<file path="config.mk">
export PLATFORM = sky130hd
export DESIGN_NAME = radio_ctrl_top
export DESIGN_NICKNAME = d
export VERILOG_FILES = /design/src/common/rf_ctrl_pkg.sv /design/src/common/spi_proto_pkg.sv /design/src/rtl/radio_ctrl_top.sv /design/src/rtl/io_ctrl.sv /design/src/rtl/sys_ctrl.sv /design/src/spi_if/spi_if.sv
export SDC_FILE = /design/constraint.sdc
export NUM_CORES = 1
export LEC_CHECK = 0
export BUFFER_PORTS_ARGS = -buffer_cell sky130_fd_sc_hd__buf_2
export CAP_MARGIN = 20
export CORE_MARGIN = 2
export CORE_UTILIZATION = 55
export CTS_BUF_LIST = sky130_fd_sc_hd__clkbuf_2 sky130_fd_sc_hd__clkbuf_4 sky130_fd_sc_hd__clkbuf_8
export DETAILED_ROUTE_END_ITERATION = 10
export GPL_ROUTABILITY_DRIVEN = 0
export PLACE_DENSITY = 0.73
export REMOVE_ABC_BUFFERS = 1
export SLEW_MARGIN = 20
export SYNTH_ARGS = -nofsm -noshare
export SYNTH_HDL_FRONTEND = slang
export SYNTH_HIERARCHICAL = 1
export SYNTH_SLANG_ARGS = --single-unit
</file>
<file path="constraint.sdc">
create_clock -name i_glob_clock -period 2.1 [get_ports i_glob_clock]
set_input_delay 0 -clock i_glob_clock [delete_from_list [all_inputs] [get_ports i_glob_clock]]
set_output_delay 0 -clock i_glob_clock [all_outputs]
set_load 0.005 [all_outputs]
</file>
<file path="src/common/rf_ctrl_pkg.sv">
`default_nettype none

package rf_ctrl_pkg;

   // RF path modes, codes 5..7 are invalid
   typedef enum logic [2:0] {
      RF_OFF   = 3'd0,
      RF_RX_09 = 3'd1,
      RF_RX_24 = 3'd2,
      RF_TX_09 = 3'd3,
      RF_TX_24 = 3'd4
   } rf_mode_t;

   // System block register codes
   localparam logic [4:0] SYS_IOC_VERSION = 5'd0;
   localparam logic [4:0] SYS_IOC_SCRATCH = 5'd1;
   localparam logic [4:0] SYS_IOC_STATUS  = 5'd2;

   // I/O block register codes
   localparam logic [4:0] IO_IOC_RF_MODE  = 5'd0;
   localparam logic [4:0] IO_IOC_DIG_OUT  = 5'd1;
   localparam logic [4:0] IO_IOC_DIG_IN   = 5'd2;

   // DIG_OUT bit positions
   localparam int DOUT_LED0     = 0;
   localparam int DOUT_LED1     = 1;
   localparam int DOUT_LDO_2V8  = 2;
   localparam int DOUT_MIXER_FM = 3;

   localparam logic [7:0] FW_VERSION = 8'h12;

endpackage

`default_nettype wire

</file>
<file path="src/common/spi_proto_pkg.sv">
`default_nettype none

package spi_proto_pkg;

   typedef logic [7:0] spi_byte_t;     // One byte on MOSI or MISO
   typedef logic [4:0] ioc_t;          // Register code inside a block
   typedef logic [1:0] blk_sel_t;      // Block number from the command byte
   typedef logic [3:0] blk_cs_t;       // One-hot block select

   // Block numbers, also the bit index in blk_cs_t
   localparam blk_sel_t BLK_SYS = 2'd0;
   localparam blk_sel_t BLK_IO  = 2'd1;
   localparam blk_sel_t BLK_SMI = 2'd2;
   localparam blk_sel_t BLK_RSV = 2'd3;

   // Command byte fields, MSB first on the wire
   localparam int CMD_WR_BIT  = 7;     // 1 = write
   localparam int CMD_BLK_MSB = 6;
   localparam int CMD_BLK_LSB = 5;
   localparam int CMD_IOC_MSB = 4;     // ioc occupies [4:0]

   localparam spi_byte_t BLK_RESERVED_DATA = 8'hA5;
   localparam int        SCK_SYNC_STAGES   = 2;

endpackage

`default_nettype wire
</file>
<file path="src/rtl/radio_ctrl_top.sv">
`timescale 1ns/1ps
`default_nettype none

module radio_ctrl_top #(
   parameter spi_proto_pkg::spi_byte_t VERSION = rf_ctrl_pkg::FW_VERSION
) (
   input  logic       i_glob_clock,
   input  logic       i_rst_n,
   // SPI slave
   input  logic       i_mosi,
   input  logic       i_sck,
   input  logic       i_ss,
   output logic       o_miso,
   output logic       o_miso_oe,
   // Digital I/F
   input  logic       i_button,
   input  logic [3:0] i_config,
   output logic       o_ldo_2v8_en,
   output logic       o_led0,
   output logic       o_led1,
   // RF front-end and mixer
   output logic       o_mixer_fm,
   output logic       o_mixer_en,
   output logic       o_rx_h_tx_l,
   output logic       o_rx_h_tx_l_b,
   output logic       o_tr_vc1,
   output logic       o_tr_vc1_b,
   output logic       o_tr_vc2,
   output logic       o_shdn_rx_lna,
   output logic       o_shdn_tx_lna
);

   import spi_proto_pkg::*;

   ioc_t      w_ioc;
   spi_byte_t w_rx_data;
   spi_byte_t r_tx_data;       // Registered readback into the SPI shifter
   spi_byte_t w_tx_data_sys;
   spi_byte_t w_tx_data_io;
   blk_cs_t   w_cs;
   logic      w_fetch;
   logic      w_load;
   logic      w_miso;

   // ==================================================
   // Instances
   // ==================================================
   spi_if spi_if_inst (
      .i_glob_clock (i_glob_clock),
      .i_rst_n      (i_rst_n),
      .i_spi_sck    (i_sck),
      .i_spi_mosi   (i_mosi),
      .i_spi_cs_b   (i_ss),
      .o_spi_miso   (w_miso),
      .i_data_out   (r_tx_data),
      .o_ioc        (w_ioc),
      .o_data_in    (w_rx_data),
      .o_cs         (w_cs),
      .o_fetch_cmd  (w_fetch),
      .o_load_cmd   (w_load)
   );

   sys_ctrl #(
      .VERSION (VERSION)
   ) sys_ctrl_inst (
      .i_glob_clock (i_glob_clock),
      .i_rst_n      (i_rst_n),
      .i_ioc        (w_ioc),
      .i_data_in    (w_rx_data),
      .i_cs         (w_cs[BLK_SYS]),
      .i_fetch_cmd  (w_fetch),
      .i_load_cmd   (w_load),
      .o_data_out   (w_tx_data_sys)
   );

   io_ctrl io_ctrl_inst (
      .i_glob_clock  (i_glob_clock),
      .i_rst_n       (i_rst_n),
      .i_ioc         (w_ioc),
      .i_data_in     (w_rx_data),
      .i_cs          (w_cs[BLK_IO]),
      .i_fetch_cmd   (w_fetch),
      .i_load_cmd    (w_load),
      .o_data_out    (w_tx_data_io),
      .i_button      (i_button),
      .i_config      (i_config),
      .o_ldo_2v8_en  (o_ldo_2v8_en),
      .o_led0        (o_led0),
      .o_led1        (o_led1),
      .o_mixer_fm    (o_mixer_fm),
      .o_mixer_en    (o_mixer_en),
      .o_rx_h_tx_l   (o_rx_h_tx_l),
      .o_rx_h_tx_l_b (o_rx_h_tx_l_b),
      .o_tr_vc1      (o_tr_vc1),
      .o_tr_vc1_b    (o_tr_vc1_b),
      .o_tr_vc2      (o_tr_vc2),
      .o_shdn_rx_lna (o_shdn_rx_lna),
      .o_shdn_tx_lna (o_shdn_tx_lna)
   );

   // ==================================================
   // Readback multiplexer
   // ==================================================
   always_ff @(posedge i_glob_clock or negedge i_rst_n) begin
      if (!i_rst_n) begin
         r_tx_data <= '0;
      end else begin
         case (w_cs)
            blk_cs_t'(1) << BLK_SYS: r_tx_data <= w_tx_data_sys;
            blk_cs_t'(1) << BLK_IO:  r_tx_data <= w_tx_data_io;
            blk_cs_t'(1) << BLK_SMI: r_tx_data <= 8'h00;  // No SMI registers here
            blk_cs_t'(1) << BLK_RSV: r_tx_data <= BLK_RESERVED_DATA;
            default:                 r_tx_data <= 8'h00;  // Nothing selected
         endcase
      end
   end

   // MISO only driven while the host selects us
   assign o_miso    = i_ss ? 1'b0 : w_miso;
   assign o_miso_oe = ~i_ss;

endmodule

`default_nettype wire

</file>
<file path="src/rtl/io_ctrl.sv">
`timescale 1ns/1ps
`default_nettype none

module io_ctrl (
   input  logic                     i_glob_clock,
   input  logic                     i_rst_n,
   input  spi_proto_pkg::ioc_t      i_ioc,
   input  spi_proto_pkg::spi_byte_t i_data_in,
   input  logic                     i_cs,
   input  logic                     i_fetch_cmd,
   input  logic                     i_load_cmd,
   output spi_proto_pkg::spi_byte_t o_data_out,
   // Board digital pins
   input  logic                     i_button,
   input  logic [3:0]               i_config,
   output logic                     o_ldo_2v8_en,
   output logic                     o_led0,
   output logic                     o_led1,
   // RF front-end and mixer
   output logic                     o_mixer_fm,
   output logic                     o_mixer_en,
   output logic                     o_rx_h_tx_l,
   output logic                     o_rx_h_tx_l_b,
   output logic                     o_tr_vc1,
   output logic                     o_tr_vc1_b,
   output logic                     o_tr_vc2,
   output logic                     o_shdn_rx_lna,
   output logic                     o_shdn_tx_lna
);

   import spi_proto_pkg::*;
   import rf_ctrl_pkg::*;

   rf_mode_t                         r_rf_mode;
   logic [3:0]                       r_dig_out;
   logic [SCK_SYNC_STAGES-1:0][4:0]  r_din_sync;  // {button, config}
   logic [4:0]                       w_dig_in;

   // ==================================================
   // Button and config synchronizer
   // ==================================================
   always_ff @(posedge i_glob_clock or negedge i_rst_n) begin
      if (!i_rst_n)
         r_din_sync <= '0;
      else
         r_din_sync <= {r_din_sync[SCK_SYNC_STAGES-2:0], {i_button, i_config}};
   end

   assign w_dig_in = r_din_sync[SCK_SYNC_STAGES-1];   // Button in bit 4

   // ==================================================
   // Register access
   // ==================================================
   always_ff @(posedge i_glob_clock or negedge i_rst_n) begin
      if (!i_rst_n) begin
         r_rf_mode  <= RF_OFF;
         r_dig_out  <= '0;
         o_data_out <= '0;
      end else if (i_cs) begin
         if (i_fetch_cmd) begin
            case (i_ioc)
               IO_IOC_RF_MODE: o_data_out <= {5'b0, r_rf_mode};
               IO_IOC_DIG_OUT: o_data_out <= {4'b0, r_dig_out};
               IO_IOC_DIG_IN:  o_data_out <= {3'b0, w_dig_in};
               default:        o_data_out <= '0;
            endcase
         end
         if (i_load_cmd) begin
            case (i_ioc)
               IO_IOC_RF_MODE: begin
                  // Codes above RF_TX_24 keep the current mode
                  if (i_data_in <= spi_byte_t'(RF_TX_24))
                     r_rf_mode <= rf_mode_t'(i_data_in[2:0]);
               end
               IO_IOC_DIG_OUT: r_dig_out <= i_data_in[3:0];
               default: ;                               // DIG_IN is read only
            endcase
         end
      end
   end

   // ==================================================
   // Front-end decode
   // ==================================================
   always_comb begin
      // RF_OFF values, both LNAs in shutdown
      o_shdn_rx_lna = 1'b1;
      o_shdn_tx_lna = 1'b1;
      o_mixer_en    = 1'b0;
      o_rx_h_tx_l   = 1'b1;
      o_tr_vc1      = 1'b0;
      o_tr_vc2      = 1'b0;
      case (r_rf_mode)
         RF_RX_09, RF_RX_24: begin
            o_shdn_rx_lna = 1'b0;
            o_mixer_en    = 1'b1;
            o_tr_vc1      = (r_rf_mode == RF_RX_09);    // Sub-GHz path
            o_tr_vc2      = (r_rf_mode == RF_RX_24);
         end
         RF_TX_09, RF_TX_24: begin
            o_shdn_tx_lna = 1'b0;
            o_mixer_en    = 1'b1;
            o_rx_h_tx_l   = 1'b0;
            o_tr_vc1      = (r_rf_mode == RF_TX_09);
            o_tr_vc2      = (r_rf_mode == RF_TX_24);    // 2.4 GHz path
         end
         default: ;
      endcase
   end

   assign o_rx_h_tx_l_b = ~o_rx_h_tx_l;   // Complementary switch drive
   assign o_tr_vc1_b    = ~o_tr_vc1;

   assign o_led0       = r_dig_out[DOUT_LED0];
   assign o_led1       = r_dig_out[DOUT_LED1];
   assign o_ldo_2v8_en = r_dig_out[DOUT_LDO_2V8];
   assign o_mixer_fm   = r_dig_out[DOUT_MIXER_FM];

endmodule

`default_nettype wire

</file>
<file path="src/rtl/sys_ctrl.sv">
`timescale 1ns/1ps
`default_nettype none

module sys_ctrl #(
   parameter spi_proto_pkg::spi_byte_t VERSION = rf_ctrl_pkg::FW_VERSION
) (
   input  logic                     i_glob_clock,
   input  logic                     i_rst_n,
   input  spi_proto_pkg::ioc_t      i_ioc,
   input  spi_proto_pkg::spi_byte_t i_data_in,
   input  logic                     i_cs,
   input  logic                     i_fetch_cmd,
   input  logic                     i_load_cmd,
   output spi_proto_pkg::spi_byte_t o_data_out
);

   import spi_proto_pkg::*;
   import rf_ctrl_pkg::*;

   spi_byte_t r_scratch;
   logic      r_err;        // Sticky access error, status bit 0

   always_ff @(posedge i_glob_clock or negedge i_rst_n) begin
      if (!i_rst_n) begin
         o_data_out <= '0;
         r_scratch  <= '0;
         r_err      <= 1'b0;
      end else if (i_cs) begin
         if (i_fetch_cmd) begin
            case (i_ioc)
               SYS_IOC_VERSION: o_data_out <= VERSION;
               SYS_IOC_SCRATCH: o_data_out <= r_scratch;
               SYS_IOC_STATUS:  o_data_out <= {7'b0, r_err};
               default: begin
                  o_data_out <= '0;     // Undefined register
                  r_err      <= 1'b1;
               end
            endcase
         end
         if (i_load_cmd) begin
            case (i_ioc)
               SYS_IOC_VERSION: ;                        // Read only
               SYS_IOC_SCRATCH: r_scratch <= i_data_in;
               SYS_IOC_STATUS: begin
                  if (i_data_in[0])
                     r_err <= 1'b0;                      // Write 1 to clear
               end
               default: r_err <= 1'b1;
            endcase
         end
      end
   end

endmodule

`default_nettype wire

</file>
<file path="src/spi_if/spi_if.sv">
`timescale 1ns/1ps
`default_nettype none

module spi_if (
   input  logic                   i_glob_clock,
   input  logic                   i_rst_n,
   // SPI pins, mode 0
   input  logic                   i_spi_sck,
   input  logic                   i_spi_mosi,
   input  logic                   i_spi_cs_b,
   output logic                   o_spi_miso,
   // Register block side
   input  spi_proto_pkg::spi_byte_t i_data_out,
   output spi_proto_pkg::ioc_t      o_ioc,
   output spi_proto_pkg::spi_byte_t o_data_in,
   output spi_proto_pkg::blk_cs_t   o_cs,
   output logic                   o_fetch_cmd,
   output logic                   o_load_cmd
);

   import spi_proto_pkg::*;

   typedef enum logic [1:0] {
      IDLE,                               // SS high
      CMD,                                // Receiving command byte
      DATA,                               // Receiving or sending data byte
      DONE                                // Wait for SS to rise
   } spi_state_t;

   spi_state_t                   r_state;
   logic [SCK_SYNC_STAGES:0]     r_sck_sync;   // One extra stage for edge detect
   logic [SCK_SYNC_STAGES-1:0]   r_ss_sync;
   logic [SCK_SYNC_STAGES-1:0]   r_mosi_sync;
   logic                         w_sck_rise;
   logic                         w_sck_fall;
   logic                         w_ss_active;
   logic                         w_mosi;
   logic [2:0]                   r_bit_cnt;
   logic [6:0]                   r_rx_shift;
   spi_byte_t                    w_rx_byte;
   spi_byte_t                    r_tx_shift;
   blk_sel_t                     w_blk_sel;
   logic                         r_cmd_write;
   logic                         r_tx_pending; // Readback not yet in shifter

   // ==================================================
   // Input synchronizers and edge detect
   // ==================================================
   always_ff @(posedge i_glob_clock or negedge i_rst_n) begin
      if (!i_rst_n) begin
         r_sck_sync  <= '0;
         r_ss_sync   <= '1;                // Deselected
         r_mosi_sync <= '0;
      end else begin
         r_sck_sync  <= {r_sck_sync[SCK_SYNC_STAGES-1:0], i_spi_sck};
         r_ss_sync   <= {r_ss_sync[SCK_SYNC_STAGES-2:0], i_spi_cs_b};
         r_mosi_sync <= {r_mosi_sync[SCK_SYNC_STAGES-2:0], i_spi_mosi};
      end
   end

   assign w_sck_rise  = r_sck_sync[SCK_SYNC_STAGES-1] & ~r_sck_sync[SCK_SYNC_STAGES];
   assign w_sck_fall  = ~r_sck_sync[SCK_SYNC_STAGES-1] & r_sck_sync[SCK_SYNC_STAGES];
   assign w_ss_active = ~r_ss_sync[SCK_SYNC_STAGES-1];
   assign w_mosi      = r_mosi_sync[SCK_SYNC_STAGES-1];

   // Byte including the bit sampled on this edge
   assign w_rx_byte = {r_rx_shift, w_mosi};
   assign w_blk_sel = w_rx_byte[CMD_BLK_MSB:CMD_BLK_LSB];

   // ==================================================
   // Transaction FSM
   // ==================================================
   always_ff @(posedge i_glob_clock or negedge i_rst_n) begin
      if (!i_rst_n) begin
         r_state      <= IDLE;
         r_bit_cnt    <= '0;
         r_rx_shift   <= '0;
         r_tx_shift   <= '0;
         r_cmd_write  <= 1'b0;
         r_tx_pending <= 1'b0;
         o_ioc        <= '0;
         o_data_in    <= '0;
         o_cs         <= '0;
         o_fetch_cmd  <= 1'b0;
         o_load_cmd   <= 1'b0;
      end else begin
         o_fetch_cmd <= 1'b0;              // Strobes last one cycle
         o_load_cmd  <= 1'b0;
         if (!w_ss_active) begin
            // SS high aborts whatever is in flight
            r_state      <= IDLE;
            r_bit_cnt    <= '0;
            r_tx_shift   <= '0;
            r_tx_pending <= 1'b0;
            o_cs         <= '0;
         end else begin
            case (r_state)
               IDLE: r_state <= CMD;
               CMD: begin
                  if (w_sck_rise) begin
                     r_rx_shift <= w_rx_byte[6:0];
                     r_bit_cnt  <= r_bit_cnt + 3'd1;
                     if (r_bit_cnt == 3'd7) begin
                        // Full command byte, decode it
                        r_cmd_write  <= w_rx_byte[CMD_WR_BIT];
                        o_ioc        <= w_rx_byte[CMD_IOC_MSB:0];
                        o_cs         <= blk_cs_t'(1) << w_blk_sel;
                        o_fetch_cmd  <= 1'b1;  // Reads and writes both fetch
                        r_tx_pending <= 1'b1;
                        r_state      <= DATA;
                     end
                  end
               end
               DATA: begin
                  if (w_sck_rise) begin
                     r_rx_shift <= w_rx_byte[6:0];
                     r_bit_cnt  <= r_bit_cnt + 3'd1;
                     if (r_bit_cnt == 3'd7) begin
                        o_data_in  <= w_rx_byte;
                        o_load_cmd <= r_cmd_write;
                        r_state    <= DONE;
                     end
                  end else if (w_sck_fall) begin
                     if (r_tx_pending) begin
                        r_tx_shift   <= i_data_out;     // Bit 7 out before 9th rise
                        r_tx_pending <= 1'b0;
                     end else begin
                        r_tx_shift <= {r_tx_shift[6:0], 1'b0};
                     end
                  end
               end
               DONE: r_state <= DONE;                   // Extra bytes ignored
               default: r_state <= IDLE;
            endcase
         end
      end
   end

   assign o_spi_miso = r_tx_shift[7];   // MSB first

endmodule

`default_nettype wire

</file>
# After elaboration in Yosys (flattened, before gate mapping)
# Cells that the tools add are included.
[word_totals]
regBits = 98
in_bits = 10
output_inout_bits = 14
wordCells = 127
[classes]
n_addsub = 1
magnitude_cmp = 1
n_eq_ne = 20
n_shift = 1
mux = 46
bitwise_logic = 7
reduce_logical = 28
[ops]
columns = ["cell", "n"]
rows = [
  ["$pmux W8 S3", 2],
  ["$mux W8", 5],
  ["$mux W1", 21],
  ["$mux W4", 4],
  ["$reduce_and A4 Y1", 4],
  ["$ne A3 B1 Y1 const B", 5],
  ["$pmux W5 S3", 1],
  ["$reduce_and A3 Y1", 5],
  ["$reduce_bool A2 Y1", 6],
  ["$mux W2", 5],
  ["$mux W3", 3],
  ["$le A8 B3 Y1 const B", 1],
  ["$pmux W1 S2", 4],
  ["$pmux W2 S4", 1],
  ["$reduce_or A2 Y1", 4],
  ["$eq A3 B2 Y1 const B", 2],
  ["$eq A3 B3 Y1 const B", 2],
  ["$reduce_and A2 Y1", 3],
  ["$eq A5 B1 Y1 const B", 1],
  ["$eq A5 B2 Y1 const B", 1],
  ["$logic_not A5 Y1", 1],
  ["$not A1 Y1", 5],
  ["$reduce_and A5 Y1", 1],
  ["$eq A2 B2 Y1 const B", 2],
  ["14 further kinds", 15],
]

# Longest topological paths before layout
# Gate-level depths: netlist (run 1).
[depth]
ltp_word = 7
ltp_mapped = 7
ltp_nobuf = 5

# Modules after synthesis
# Netlist (run 1), hierarchy kept.
[modules_own_cells]
columns = ["module", "n_inst", "cells_each", "area_per_inst_um2", "seq_area_each_um2"]
rows = [
  ["spi_if", 1, 141, 1959.4, 1203.7],
  ["io_ctrl", 1, 82, 955.9, 550.5],
  ["sys_ctrl", 1, 65, 737.0, 425.4],
  ["radio_ctrl_top", 1, 38, 435.4, 200.2],
]

# Worst setup path after synthesis (run 1)
# OpenSTA, ideal clock, no wires.
[synth_timing]
path_kind = "reg-to-reg"
startpoint = "register spi_if_inst.o_ioc[0]"
endpoint = "register io_ctrl_inst.r_rf_mode[2]"
setup_ns = 0.077
arrival_time_ns = 1.726
required_ns = 2.023
setup_slack_ns = 0.297
stages_incl_launch_ff = 5
path_buffers = 1
period_less_slack_ns = 1.803
cell_sequence = "dfrtp_1 or4_1 clkbuf_2 or4b_1 a21oi_1"
[synth_via]
elab_chain_len = 2
[synth_rtl]
columns = ["element", "line_no", "source"]
rows = [
  ["start, declared", "spi_if.sv:14", "output spi_proto_pkg::ioc_t o_ioc,"],
  ["start signal, assigned", "spi_if.sv:106", "o_ioc <= w_rx_byte[CMD_IOC_MSB:0];"],
  ["$logic_not A5 Y1", "io_ctrl.sv:69", "case (i_ioc)"],
  ["$reduce_and A4 Y1 (no line)", "--", ""],
  ["end signal, assigned", "io_ctrl.sv:73", "r_rf_mode <= rf_mode_t'(i_data_in[2:0]);"],
  ["end, declared", "io_ctrl.sv:34", "rf_mode_t r_rf_mode;"],
]
# Every way passes these cells.
# A chain may end at the register's enable or synchronous reset.

# Worst setup path in the final report (run 1)
# Same ends and word-level chain as after synthesis.

==> results of run 1 <==
==> logic make-up after synthesis <==
logic type | Yosys count | share of synthesized area, %
and+or+nand+nor | 101 | 16.3
DFF | 95 | 58.2
AOI/OAI and AO/OA | 51 | 8.26
muxes | 45 | 12.0
buffers and inverters | 25 | 2.88
adders and majority gates | 5 | 1.53
xor gates and xnor gates | 3 | 0.643
other | 1 | 0.0917
==> layout by cell type (no fill, tap or decap), types with 8 or more instances in the layout <==
| master | instances |
|---|---|
| mux2_2 | 33 |
| mux2i_1 | 12 |
| nand3b_1 | 10 |
| a21oi_1 | 12 |
| buf_4 | 8 |
| buf_2 | 22 |
| dlygate4sd3_1 | 9 |
| inv_1 | 9 |
| dfrtp_1 | 93 |
| clkbuf_8 | 10 |
| nor2_1 | 14 |
| nand2_1 | 23 |
==> worst max-delay path, stage by stage (launching register included) <==
cell,delay [ps]
dfrtp_1,470
or4_1,620
or4b_1,550
a21oi_1,180
==> synthesized netlist by cell type (4+ instances only) <==
library cell	count	share of area [%]
mux2_2	33	9.1
a31oi_1	5	0.77
clkbuf_1	6	0.55
nor3_1	5	0.61
dfrtp_1	93	57
buf_4	5	0.92
and3_1	4	0.61
a211oi_1	7	1.3
o21ai_0	6	0.73
ha_1	5	1.5
o21ai_1	5	0.61
nand3b_1	10	1.8
inv_1	9	0.83
or4bb_1	7	1.9
mux2i_1	12	2.9
a21oi_1	12	1.5
nand2_1	23	2.1
nor2_1	14	1.3
==> flip-flops by register name, summed over array words and instances (netlist names), 3 cells and up <==
name / flops
io_ctrl_inst/o_data_out: 5
io_ctrl_inst/r_dig_out: 4
io_ctrl_inst/r_din_sync: 5
io_ctrl_inst/r_rf_mode: 3
io_ctrl_inst/w_dig_in: 5
r_tx_data: 8
spi_if_inst/o_cs: 4
spi_if_inst/o_data_in: 8
spi_if_inst/o_ioc: 5
spi_if_inst/r_bit_cnt: 3
spi_if_inst/r_rx_shift: 7
spi_if_inst/r_sck_sync: 3
spi_if_inst/r_tx_shift: 8
sys_ctrl_inst/o_data_out: 8
sys_ctrl_inst/r_scratch: 8
==> metal layers <==
layer	up-vias	routed length [um]	GRT usage (%)
met5	-	0	0
met4	0	80	5.13
met3	9	187	5.62
met2	23	3390	30.3
met1	1275	3590	28.1
li1	1249	-	-
==> area by class of cell <==
type	instances	share of cell area [%]
inverters	9	0.735
repair buffers	40	6.10
well taps	99	2.70
flip-flops and latches	95	51.8
multi-input cells	208	34.8
clock inverters	5	0.899
clock buffers	10	3.00
==> power breakdown <==
part           internal (mW)  switching, mW  total [mW]  leakage, nW
clock network          0.466          0.621        1.09       0.0854
registers               1.92         0.0916        2.01         1.28
logic                  0.129          0.119       0.248        0.795
total                   2.52          0.832        3.35         2.16
==> metrics by stage <==
| stage | util (%) | setup WS [ps] | hold WS, ps | std cells | instance area, um^2 |
|---|---|---|---|---|---|
| 2_1_floorplan | - | 304 | -296 | 312 | 4010 |
| 3_3_place_gp | 60.0 | 312 | 19.2 | 442 | 4330 |
| 3_5_place_dp | 60.0 | 227 | 17.0 | 442 | 4330 |
| 4_1_cts | 63.7 | 204 | 165 | 466 | 4590 |
| 5_1_grt | 63.7 | 127 | 197 | 466 | 4590 |
| 6_report | 63.7 | 194 | 160 | 466 | 4590 |
==> path summary, 6_finish.rpt <==
kind,start,end,slack (ps)
setup / recovery,spi_if_inst/o_ioc[0],io_ctrl_inst/r_rf_mode[2],190
max in group asynchronous,i_rst_n,spi_if_inst/r_ss_sync[0],1260
min in group i_glob_clock,i_sck,spi_if_inst/r_sck_sync[0],280
setup reg to reg,spi_if_inst/o_ioc[0],io_ctrl_inst/r_rf_mode[2],190
hold reg to reg,spi_if_inst/r_mosi_sync[0],spi_if_inst/r_mosi_sync[1],360
hold / removal,i_rst_n,r_tx_data[1],160
==> impl_results.md, run 1 <==
- Status: complete, no violations
- Max-cap violations: 0
- WP data arrival: ~2200 ps
- CTS buffer count: 9
- Hpwl dp: 4990 um
- Post-synth design cell area: around 4000 um^2
- Post-cts resize count: 0
- Layout Area Growth over Synthesis: 12.4%
- Largest net degree at the start of global routing: between 50 and 60
- Die Ht: 90.2 um
- Routed WL: about 7200 um
- Avg WL per Cell: 15.6 um
- Period utilization: about nine tenths
- CTS sink cnt: between 90 and 100
- H-Tree Level Count: 3
- Clk pin slew, worst setup/hold paths: around 90 ps
- Initial antenna violation count: 0
- CP startpoint kind: register
- I/O pin count: 24
- Final setup viols: 0
- Total global routing overflow: 0
- DRC: 0
- Warnings, synthesis: 6
- Root Buffer: clkbuf_8
- Clock Path Buffers: 2
- Worst-margin pin slew: about 530 ps
- Final #Nets: 378
- Clk_skew: approximately 12 ps
- Crit path max fanout: 9
- Reg area: 2380 um^2
- Vias in the first global route: between 2000 and 3000
- Via count: ~2600
- CTS Hold Bufs: 9
- VDD IR max: around 0.52 mV
- Register area share after synthesis: between 50% and 60%
- Async S/R FF share, synth: 100%
- Multi-input gate area: ~1600 um^2
- Setup TNS: 0 ps
- Synthesized area per cell: ~13 um^2
- Drt first-iter violations: about 160
- Port Buffer Count: 23
- Die area: slightly above 8000 um^2
- Synth Flop Type: dfrtp_1
- Worst min-delay path class: primary input to async pin
- Share of post-route cells with drive strength above 1: approximately 26%
- Setup bufs post-CTS: 0
- CTS tree: yes
- Max_slew headroom: approximately 65%
- TritonRoute pass-1 iters: 4
- Antenna-violating nets left: 0
- Clk_lat worst skew: 360 ps
- Tmin final: around 1900 ps
- Cell Pwr Density: 728 nW/um^2
- Synth unique cells: slightly below 60
- Mapped Cells: approximately 330
- Worst R2R Path Depth: 3
- Vias per cell: between 5 and 6
- Power after layout: roughly 3.3 mW
- FMAX: about 520 MHz
- Yosys reg bits: 95
- RSZ-0062 raised after global routing: no
- Critical path class: register to register
- EDFF count, synth: 0
- Layout fillers: 577
- ANT cells: 0
- Initial Utilization: a little under three fifths
- Global-route wire length before repair: roughly 13000 um
- Fin. max-slew vios: 0
- Leakage: 2.16 nW
- Fin. Hold Viols: 0
- DIE WIDTH: about 90 um
- Cell row count: 31
- Global Route Usage Sum: between 15 and 20%
- Core box area: 7210 um^2
- CP endpoint kind: register
- Req. time, crit path: 2370 ps
(Power assumes the default switching activity.)
==> run 2: changes to the inputs <==
GPL_ROUTABILITY_DRIVEN = unset   (was 0)
clock period = 2.2 ns   (was 2.1 ns; I/O delays follow)
==> impl_results.md, run 2 (synthesized netlist as in run 1, its figures left out) <==
- Switching Share: 23.0% (was 24.9%)
- Clk_lat worst skew: 360 ps (about the same)
- Most common cell after layout, fill and taps aside: dfrtp_1 (unchanged)
- H-Tree Level Count: 3 (unchanged)
- Worst min-delay path class: primary input to async pin (unchanged)
- Vias per cell: 5.57 (was 5.48)
- Slack of the critical path: 217 ps (was 194 ps)
- Avg WL per Cell: 15.7 um (was 15.6 um)
- Worst R2R Path Depth: 3 (unchanged)
- I/O pin count: 24 (unchanged)
- Hpwl dp: 4990 um (about the same)
- Reg-to-reg critical path startpoint: spi_if_inst/o_ioc[0] (unchanged)
- Worst-margin pin slew: 564 ps (was 529 ps)
- Cell row count: 31 (unchanged)
- Layout Area Growth over Synthesis: 12.5% (was 12.4%)
- Clk network pwr share: 36.7% (was 32.5%)
- Global-route wire length before repair: 12800 um (about the same)
- Via count: 2572 (was 2556)
- Antenna-violating nets left: 0 (unchanged)
- Fin. Hold Viols: 0 (unchanged)
- Initial antenna violation count: 0 (unchanged)
- Vias in the first global route: 2587 (was 2571)
- FMAX: 504 MHz (was 525 MHz)
- Clk_skew: 9.57 ps (was 12.0 ps)
- RSZ-0062 raised after global routing: no (unchanged)
- Met1 Wirelength: 3510 um (was 3590 um)
- Final setup viols: 0 (unchanged)
- Max_slew headroom: 62.4% (was 64.8%)
- Sequential power share: 56.4% (was 60.1%)
- Port Buffer Count: 23 (unchanged)
- Die area: 8140 um^2 (unchanged)
- Share of post-route cells with drive strength above 1: 24.8% (was 25.6%)
- Psw: 782 uW (was 832 uW)
- Routed WL: 7260 um (was 7250 um)
- VDD IR max: 0.557 mV (was 0.521 mV)
- CTS buffer count: 9 (unchanged)
- Power after layout: 3.40 mW (was 3.35 mW)
- Max-cap violations: 0 (unchanged)
- Setup TNS: 0 ps (unchanged)
- Crit-path leading delay family: simple AND/OR/NAND/NOR gates (unchanged)
- Post-cts resize count: 0 (unchanged)
- Reg area: 2380 um^2 (unchanged)
- Cell Chain, Critical Path: or4_1 > nor4_1 > a2bb2oi_1 (was or4_1 > or4b_1 > a21oi_1)
- Final #Nets: 373 (was 378)
- Drt first-iter violations: 129 (was 163)
- CTS sink cnt: 95 (unchanged)
- Reg2reg end: io_ctrl_inst/r_rf_mode[0] (was io_ctrl_inst/r_rf_mode[2])
- Crit path max fanout: 9 (unchanged)
- Die Ht: 90.2 um (unchanged)
- Critical path class: register to register (unchanged)
- ANT cells: 0 (unchanged)
- Highest-count cells in the layout ignoring fill and taps: dfrtp_1, mux2_2, nand2_1 (unchanged)
- Root Buffer: clkbuf_8 (unchanged)
- TritonRoute pass-1 iters: 4 (unchanged)
- Top Metal Used: met4 (unchanged)
- Dpl cells: 437 (was 442)
- CTS tree: yes (unchanged)
- DIE WIDTH: 90.2 um (unchanged)
- CP startpoint kind: register (unchanged)
- Setup Slack @ Placement: 246 ps (was 227 ps)
- Final non-filler cell total: 462 (was 466)
- Multi-input gate area: 1600 um^2 (unchanged)
- Met3 wire length: 224 um (was 187 um)
- CP max stage cell: or4_1 (unchanged)
- Initial Utilization: 56.7% (unchanged)
- Layout fillers: 578 (was 577)
- Worst path buffer plus inverter count: 0 (unchanged)
- WP data arrival: 2270 ps (was 2180 ps)
- Combinational power share: 6.9% (was 7.4%)
- Period utilization: 90.1% (was 90.7%)
- Cell Pwr Density: 738 nW/um^2 (was 728 nW/um^2)
- Int Pwr: 2.62 mW (was 2.52 mW)
- Global Route Usage Sum: 19.7% (was 19.8%)
- CP endpoint kind: register (unchanged)
- Total global routing overflow: 0 (unchanged)
- Leakage: 2.16 nW (about the same)
- Placer congestion estimate: around 0.76
- Worst hold slack: 167 ps (was 160 ps)
- DRC: 0 (unchanged)
- Status: complete, no violations (unchanged)
- Clk pin slew, worst setup/hold paths: 90 ps (about the same)
- Tmin final: 1980 ps (was 1910 ps)
- R2R Setup Slk: 220 ps (was 190 ps)
- Core box area: 7210 um^2 (unchanged)
- Routed length on met2: 3430 um (was 3390 um)
- CP max stage delay: 710 ps (was 620 ps)
- Clock Path Buffers: 2 (unchanged)
- Req. time, crit path: 2490 ps (was 2370 ps)
- Largest net degree at the start of global routing: 54 (was 55)
- Fin. max-slew vios: 0 (unchanged)
run 2: through the flow:
step | utilization (%) | area, um^2
finish | 63.8 | 4600
global route | 63.8 | 4600
CTS | 63.8 | 4600
detailed placement | 59.4 | 4290
global placement | 59.4 | 4290
floorplan | - | 4010
run 2: how the worst max path moves through the flow:
| stage | slack, ps | endpoint | startpoint | depth (start not counted) |
|---|---|---|---|---|
| 6_report | 220 | io_ctrl_inst/r_rf_mode[0] | spi_if_inst/o_ioc[0] | 3 |
| 4_1_cts | 210 | io_ctrl_inst/r_rf_mode[0] | spi_if_inst/o_ioc[0] | 3 |
| 3_3_place_gp | 320 | io_ctrl_inst/r_rf_mode[0] | spi_if_inst/o_ioc[0] | 3 |
| 5_1_grt | 40 | io_ctrl_inst/r_rf_mode[0] | spi_if_inst/o_ioc[0] | 3 |
| 2_1_floorplan | 400 | io_ctrl_inst/r_rf_mode[2] | spi_if_inst/o_ioc[0] | 3 |
| 3_5_place_dp | 250 | io_ctrl_inst/r_rf_mode[0] | spi_if_inst/o_ioc[0] | 3 |
run 2: area by class of cell:
cell class,instances,share of cell area (%)
Inverter,9,0.734
Tap cell,99,2.69
Multi-Input combinational cell,208,34.7
Clock inverter,6,1.99
Timing Repair Buffer,35,5.28
Clock buffer,10,2.86
Sequential cell,95,51.7
run 2: what timing repair did:
item                                   CTS  global route
endpoints found under the hold margin   50             0
buffers inserted                         0             0
hold buffers                             9             0
setup endpoints to repair                0             0
run 2: worst register-to-register path: cells and delay by family, from the launching register on:
| family | cells | cell delay [ps] |
|---|---|---|
| DFF | 1 | 480 |
| AOI/OAI and AO/OA | 1 | 200 |
| and+or+nand+nor | 2 | 1230 |
run 2: layer usage:
metal,global-route usage (%),vias to the layer above
met2,31.2,40
met1,27.3,1284
met5,0,-
met3,5.36,10
met4,5.26,0
li1,-,1238
run 2: power groups by stage:
stage | Clock (mW) | Combinational, mW | Sequential [mW]
after floorplan | 0 | 0.152 | 1.92
after global placement | 0 | 0.216 | 1.95
after detailed placement | 0 | 0.225 | 1.95
after CTS | 1.28 | 0.239 | 1.92
after global routing | 1.37 | 0.268 | 1.93
final | 1.25 | 0.234 | 1.92
==> run 3: changes to the inputs <==
clock period = 2.5 ns   (was 2.2 ns; I/O delays follow)
==> impl_results.md, run 3 (synthesized netlist as in run 1, its figures left out) <==
- Status: complete, no violations (unchanged)
- Layout fillers: 583 (was 578)
- Root Buffer: clkbuf_8 (unchanged)
- Most common cell after layout, fill and taps aside: dfrtp_1 (unchanged)
- Routed WL: 7260 um (about the same)
- Global Route Usage Sum: 20.0% (was 19.7%)
- Crit. Startpoint: spi_if_inst/o_ioc[0] (unchanged)
- H-Tree Level Count: 3 (unchanged)
- Core box area: 7210 um^2 (unchanged)
- Cell Pwr Density: 635 nW/um^2 (was 738 nW/um^2)
- Die Ht: 90.2 um (unchanged)
- CTS buffer count: 9 (unchanged)
- CP max stage cell: or4_1 (unchanged)
- Critical path class: register to register (unchanged)
- Leakage: 2.15 nW (was 2.16 nW)
- Global-route wire length before repair: 12900 um (was 12800 um)
- Vias in the first global route: 2549 (was 2587)
- Setup bufs post-CTS: 0 (unchanged)
- Max-cap violations: 0 (unchanged)
- Clk pin slew, worst setup/hold paths: 90 ps (about the same)
- Power after layout: 2.91 mW (was 3.40 mW)
- Worst-margin pin slew: 704 ps (was 564 ps)
- Avg WL per Cell: 15.7 um (about the same)
- CP startpoint kind: register (unchanged)
- Hpwl dp: 4970 um (was 4990 um)
- Reg-to-reg critical path startpoint: spi_if_inst/o_ioc[0] (unchanged)
- CTS sink cnt: 95 (unchanged)
- Multi-input gate area: 1600 um^2 (unchanged)
- Worst min-delay path class: primary input to async pin (unchanged)
- Fin. max-slew vios: 0 (unchanged)
- CTS tree: yes (unchanged)
- Cell row count: 31 (unchanged)
- WP data arrival: 2270 ps (about the same)
- DRC: 0 (unchanged)
- Crit path max fanout: 9 (unchanged)
- Vias per cell: 5.46 (was 5.57)
- Clk_skew: 11.0 ps (was 9.57 ps)
- Clk_lat worst skew: 350 ps (was 360 ps)
- CP endpoint kind: register (unchanged)
- Max_slew headroom: 53.1% (was 62.4%)
- DIE WIDTH: 90.2 um (unchanged)
- Fin. Hold Viols: 0 (unchanged)
- Share of post-route cells with drive strength above 1: 24.8% (unchanged)
- Req. time, crit path: 2770 ps (was 2490 ps)
- FMAX: 500 MHz (was 504 MHz)
- Placer congestion estimate: 0.774 (was 0.763)
- Highest-count cells in the layout ignoring fill and taps: dfrtp_1, mux2_2, nand2_1 (unchanged)
- Initial antenna violation count: 0 (unchanged)
- Cell Chain, Critical Path: or4_1 > or4b_1 > a21oi_1 (was or4_1 > nor4_1 > a2bb2oi_1)
- Initial Utilization: 56.7% (unchanged)
- ANT cells: 0 (unchanged)
- VDD IR max: 0.293 mV (was 0.557 mV)
- Antenna-violating nets left: 0 (unchanged)
- Total global routing overflow: 0 (unchanged)
- Largest net degree at the start of global routing: 57 (was 54)
- Setup TNS: 0 ps (unchanged)
- Die area: 8140 um^2 (unchanged)
- Port Buffer Count: 23 (unchanged)
- Layout Area Growth over Synthesis: 12.0% (was 12.5%)
- Tmin final: 2000 ps (was 1980 ps)
- I/O pin count: 24 (unchanged)
- Clock Path Buffers: 2 (unchanged)
- CP max stage delay: 700 ps (was 710 ps)
- RSZ-0062 raised after global routing: no (unchanged)
- Period utilization: 80.0% (was 90.1%)
- Via count: 2524 (was 2572)
- Final #Nets: 373 (unchanged)
- Drt first-iter violations: 125 (was 129)
- Reg area: 2380 um^2 (unchanged)
- Final setup viols: 0 (unchanged)
- TritonRoute pass-1 iters: 4 (unchanged)
==> run 3: layout make-up <==
class | count | share of cell area, %
clock inverter | 5 | 1.23
tap | 99 | 2.70
inverter | 9 | 0.738
sequential | 95 | 52.0
timing repair buffer | 35 | 5.30
clock buffer | 11 | 3.17
multi-input combinational | 208 | 34.9
==> run 3: critical path, delay by kind of cell (launching register included) <==
kind               cells  cell delay, ps
and+or+nand+nor        2            1260
DFF                    1             470
AOI/OAI and AO/OA      1             190
==> run 3: per-layer routing <==
layer  vias up  global-route usage, %  wire length, um
met5         -                      0                0
met4         0                   6.54               67
met3         6                   4.36              153
met2        31                   30.6             3540
met1      1253                   28.6             3500
li1       1234                      -                -
==> run 3: power breakdown <==
part,internal (mW),switching [mW]
combinational,0.107,0.100
sequential,1.61,0.0733
clock,0.501,0.511
total,2.22,0.684
==> run 3: timing repair <==
action	4_1_cts	5_1_grt
gates resized for setup	0	0
hold endpoints to repair	61	0
hold buffers	9	0
==> run 3: final timing paths <==
kind	slack, ps	end	depth (start not counted)
worst max-delay path	500	io_ctrl_inst/r_rf_mode[2]	3
worst min-delay path	240	spi_if_inst/r_tx_shift[6]	2
worst max register to register	500	io_ctrl_inst/r_rf_mode[2]	3
worst min register to register	360	spi_if_inst/r_sck_sync[1]	0
max in group asynchronous	1620	sys_ctrl_inst/r_scratch[2]	3
min in group i_glob_clock	280	spi_if_inst/r_sck_sync[0]	2
==> run 3: metrics by stage <==
step           setup slack (ps)  utilization [%]  instance area [um^2]  hold WS (ps)  cells
6_report                    499             63.5                  4580           236    462
5_1_grt                     363             63.5                  4580           269    462
2_1_floorplan               704                -                  4010          -296    312
3_5_place_dp                542             59.4                  4290           101    437
3_3_place_gp                619             59.4                  4290          95.1    437
4_1_cts                     526             63.5                  4580           258    462
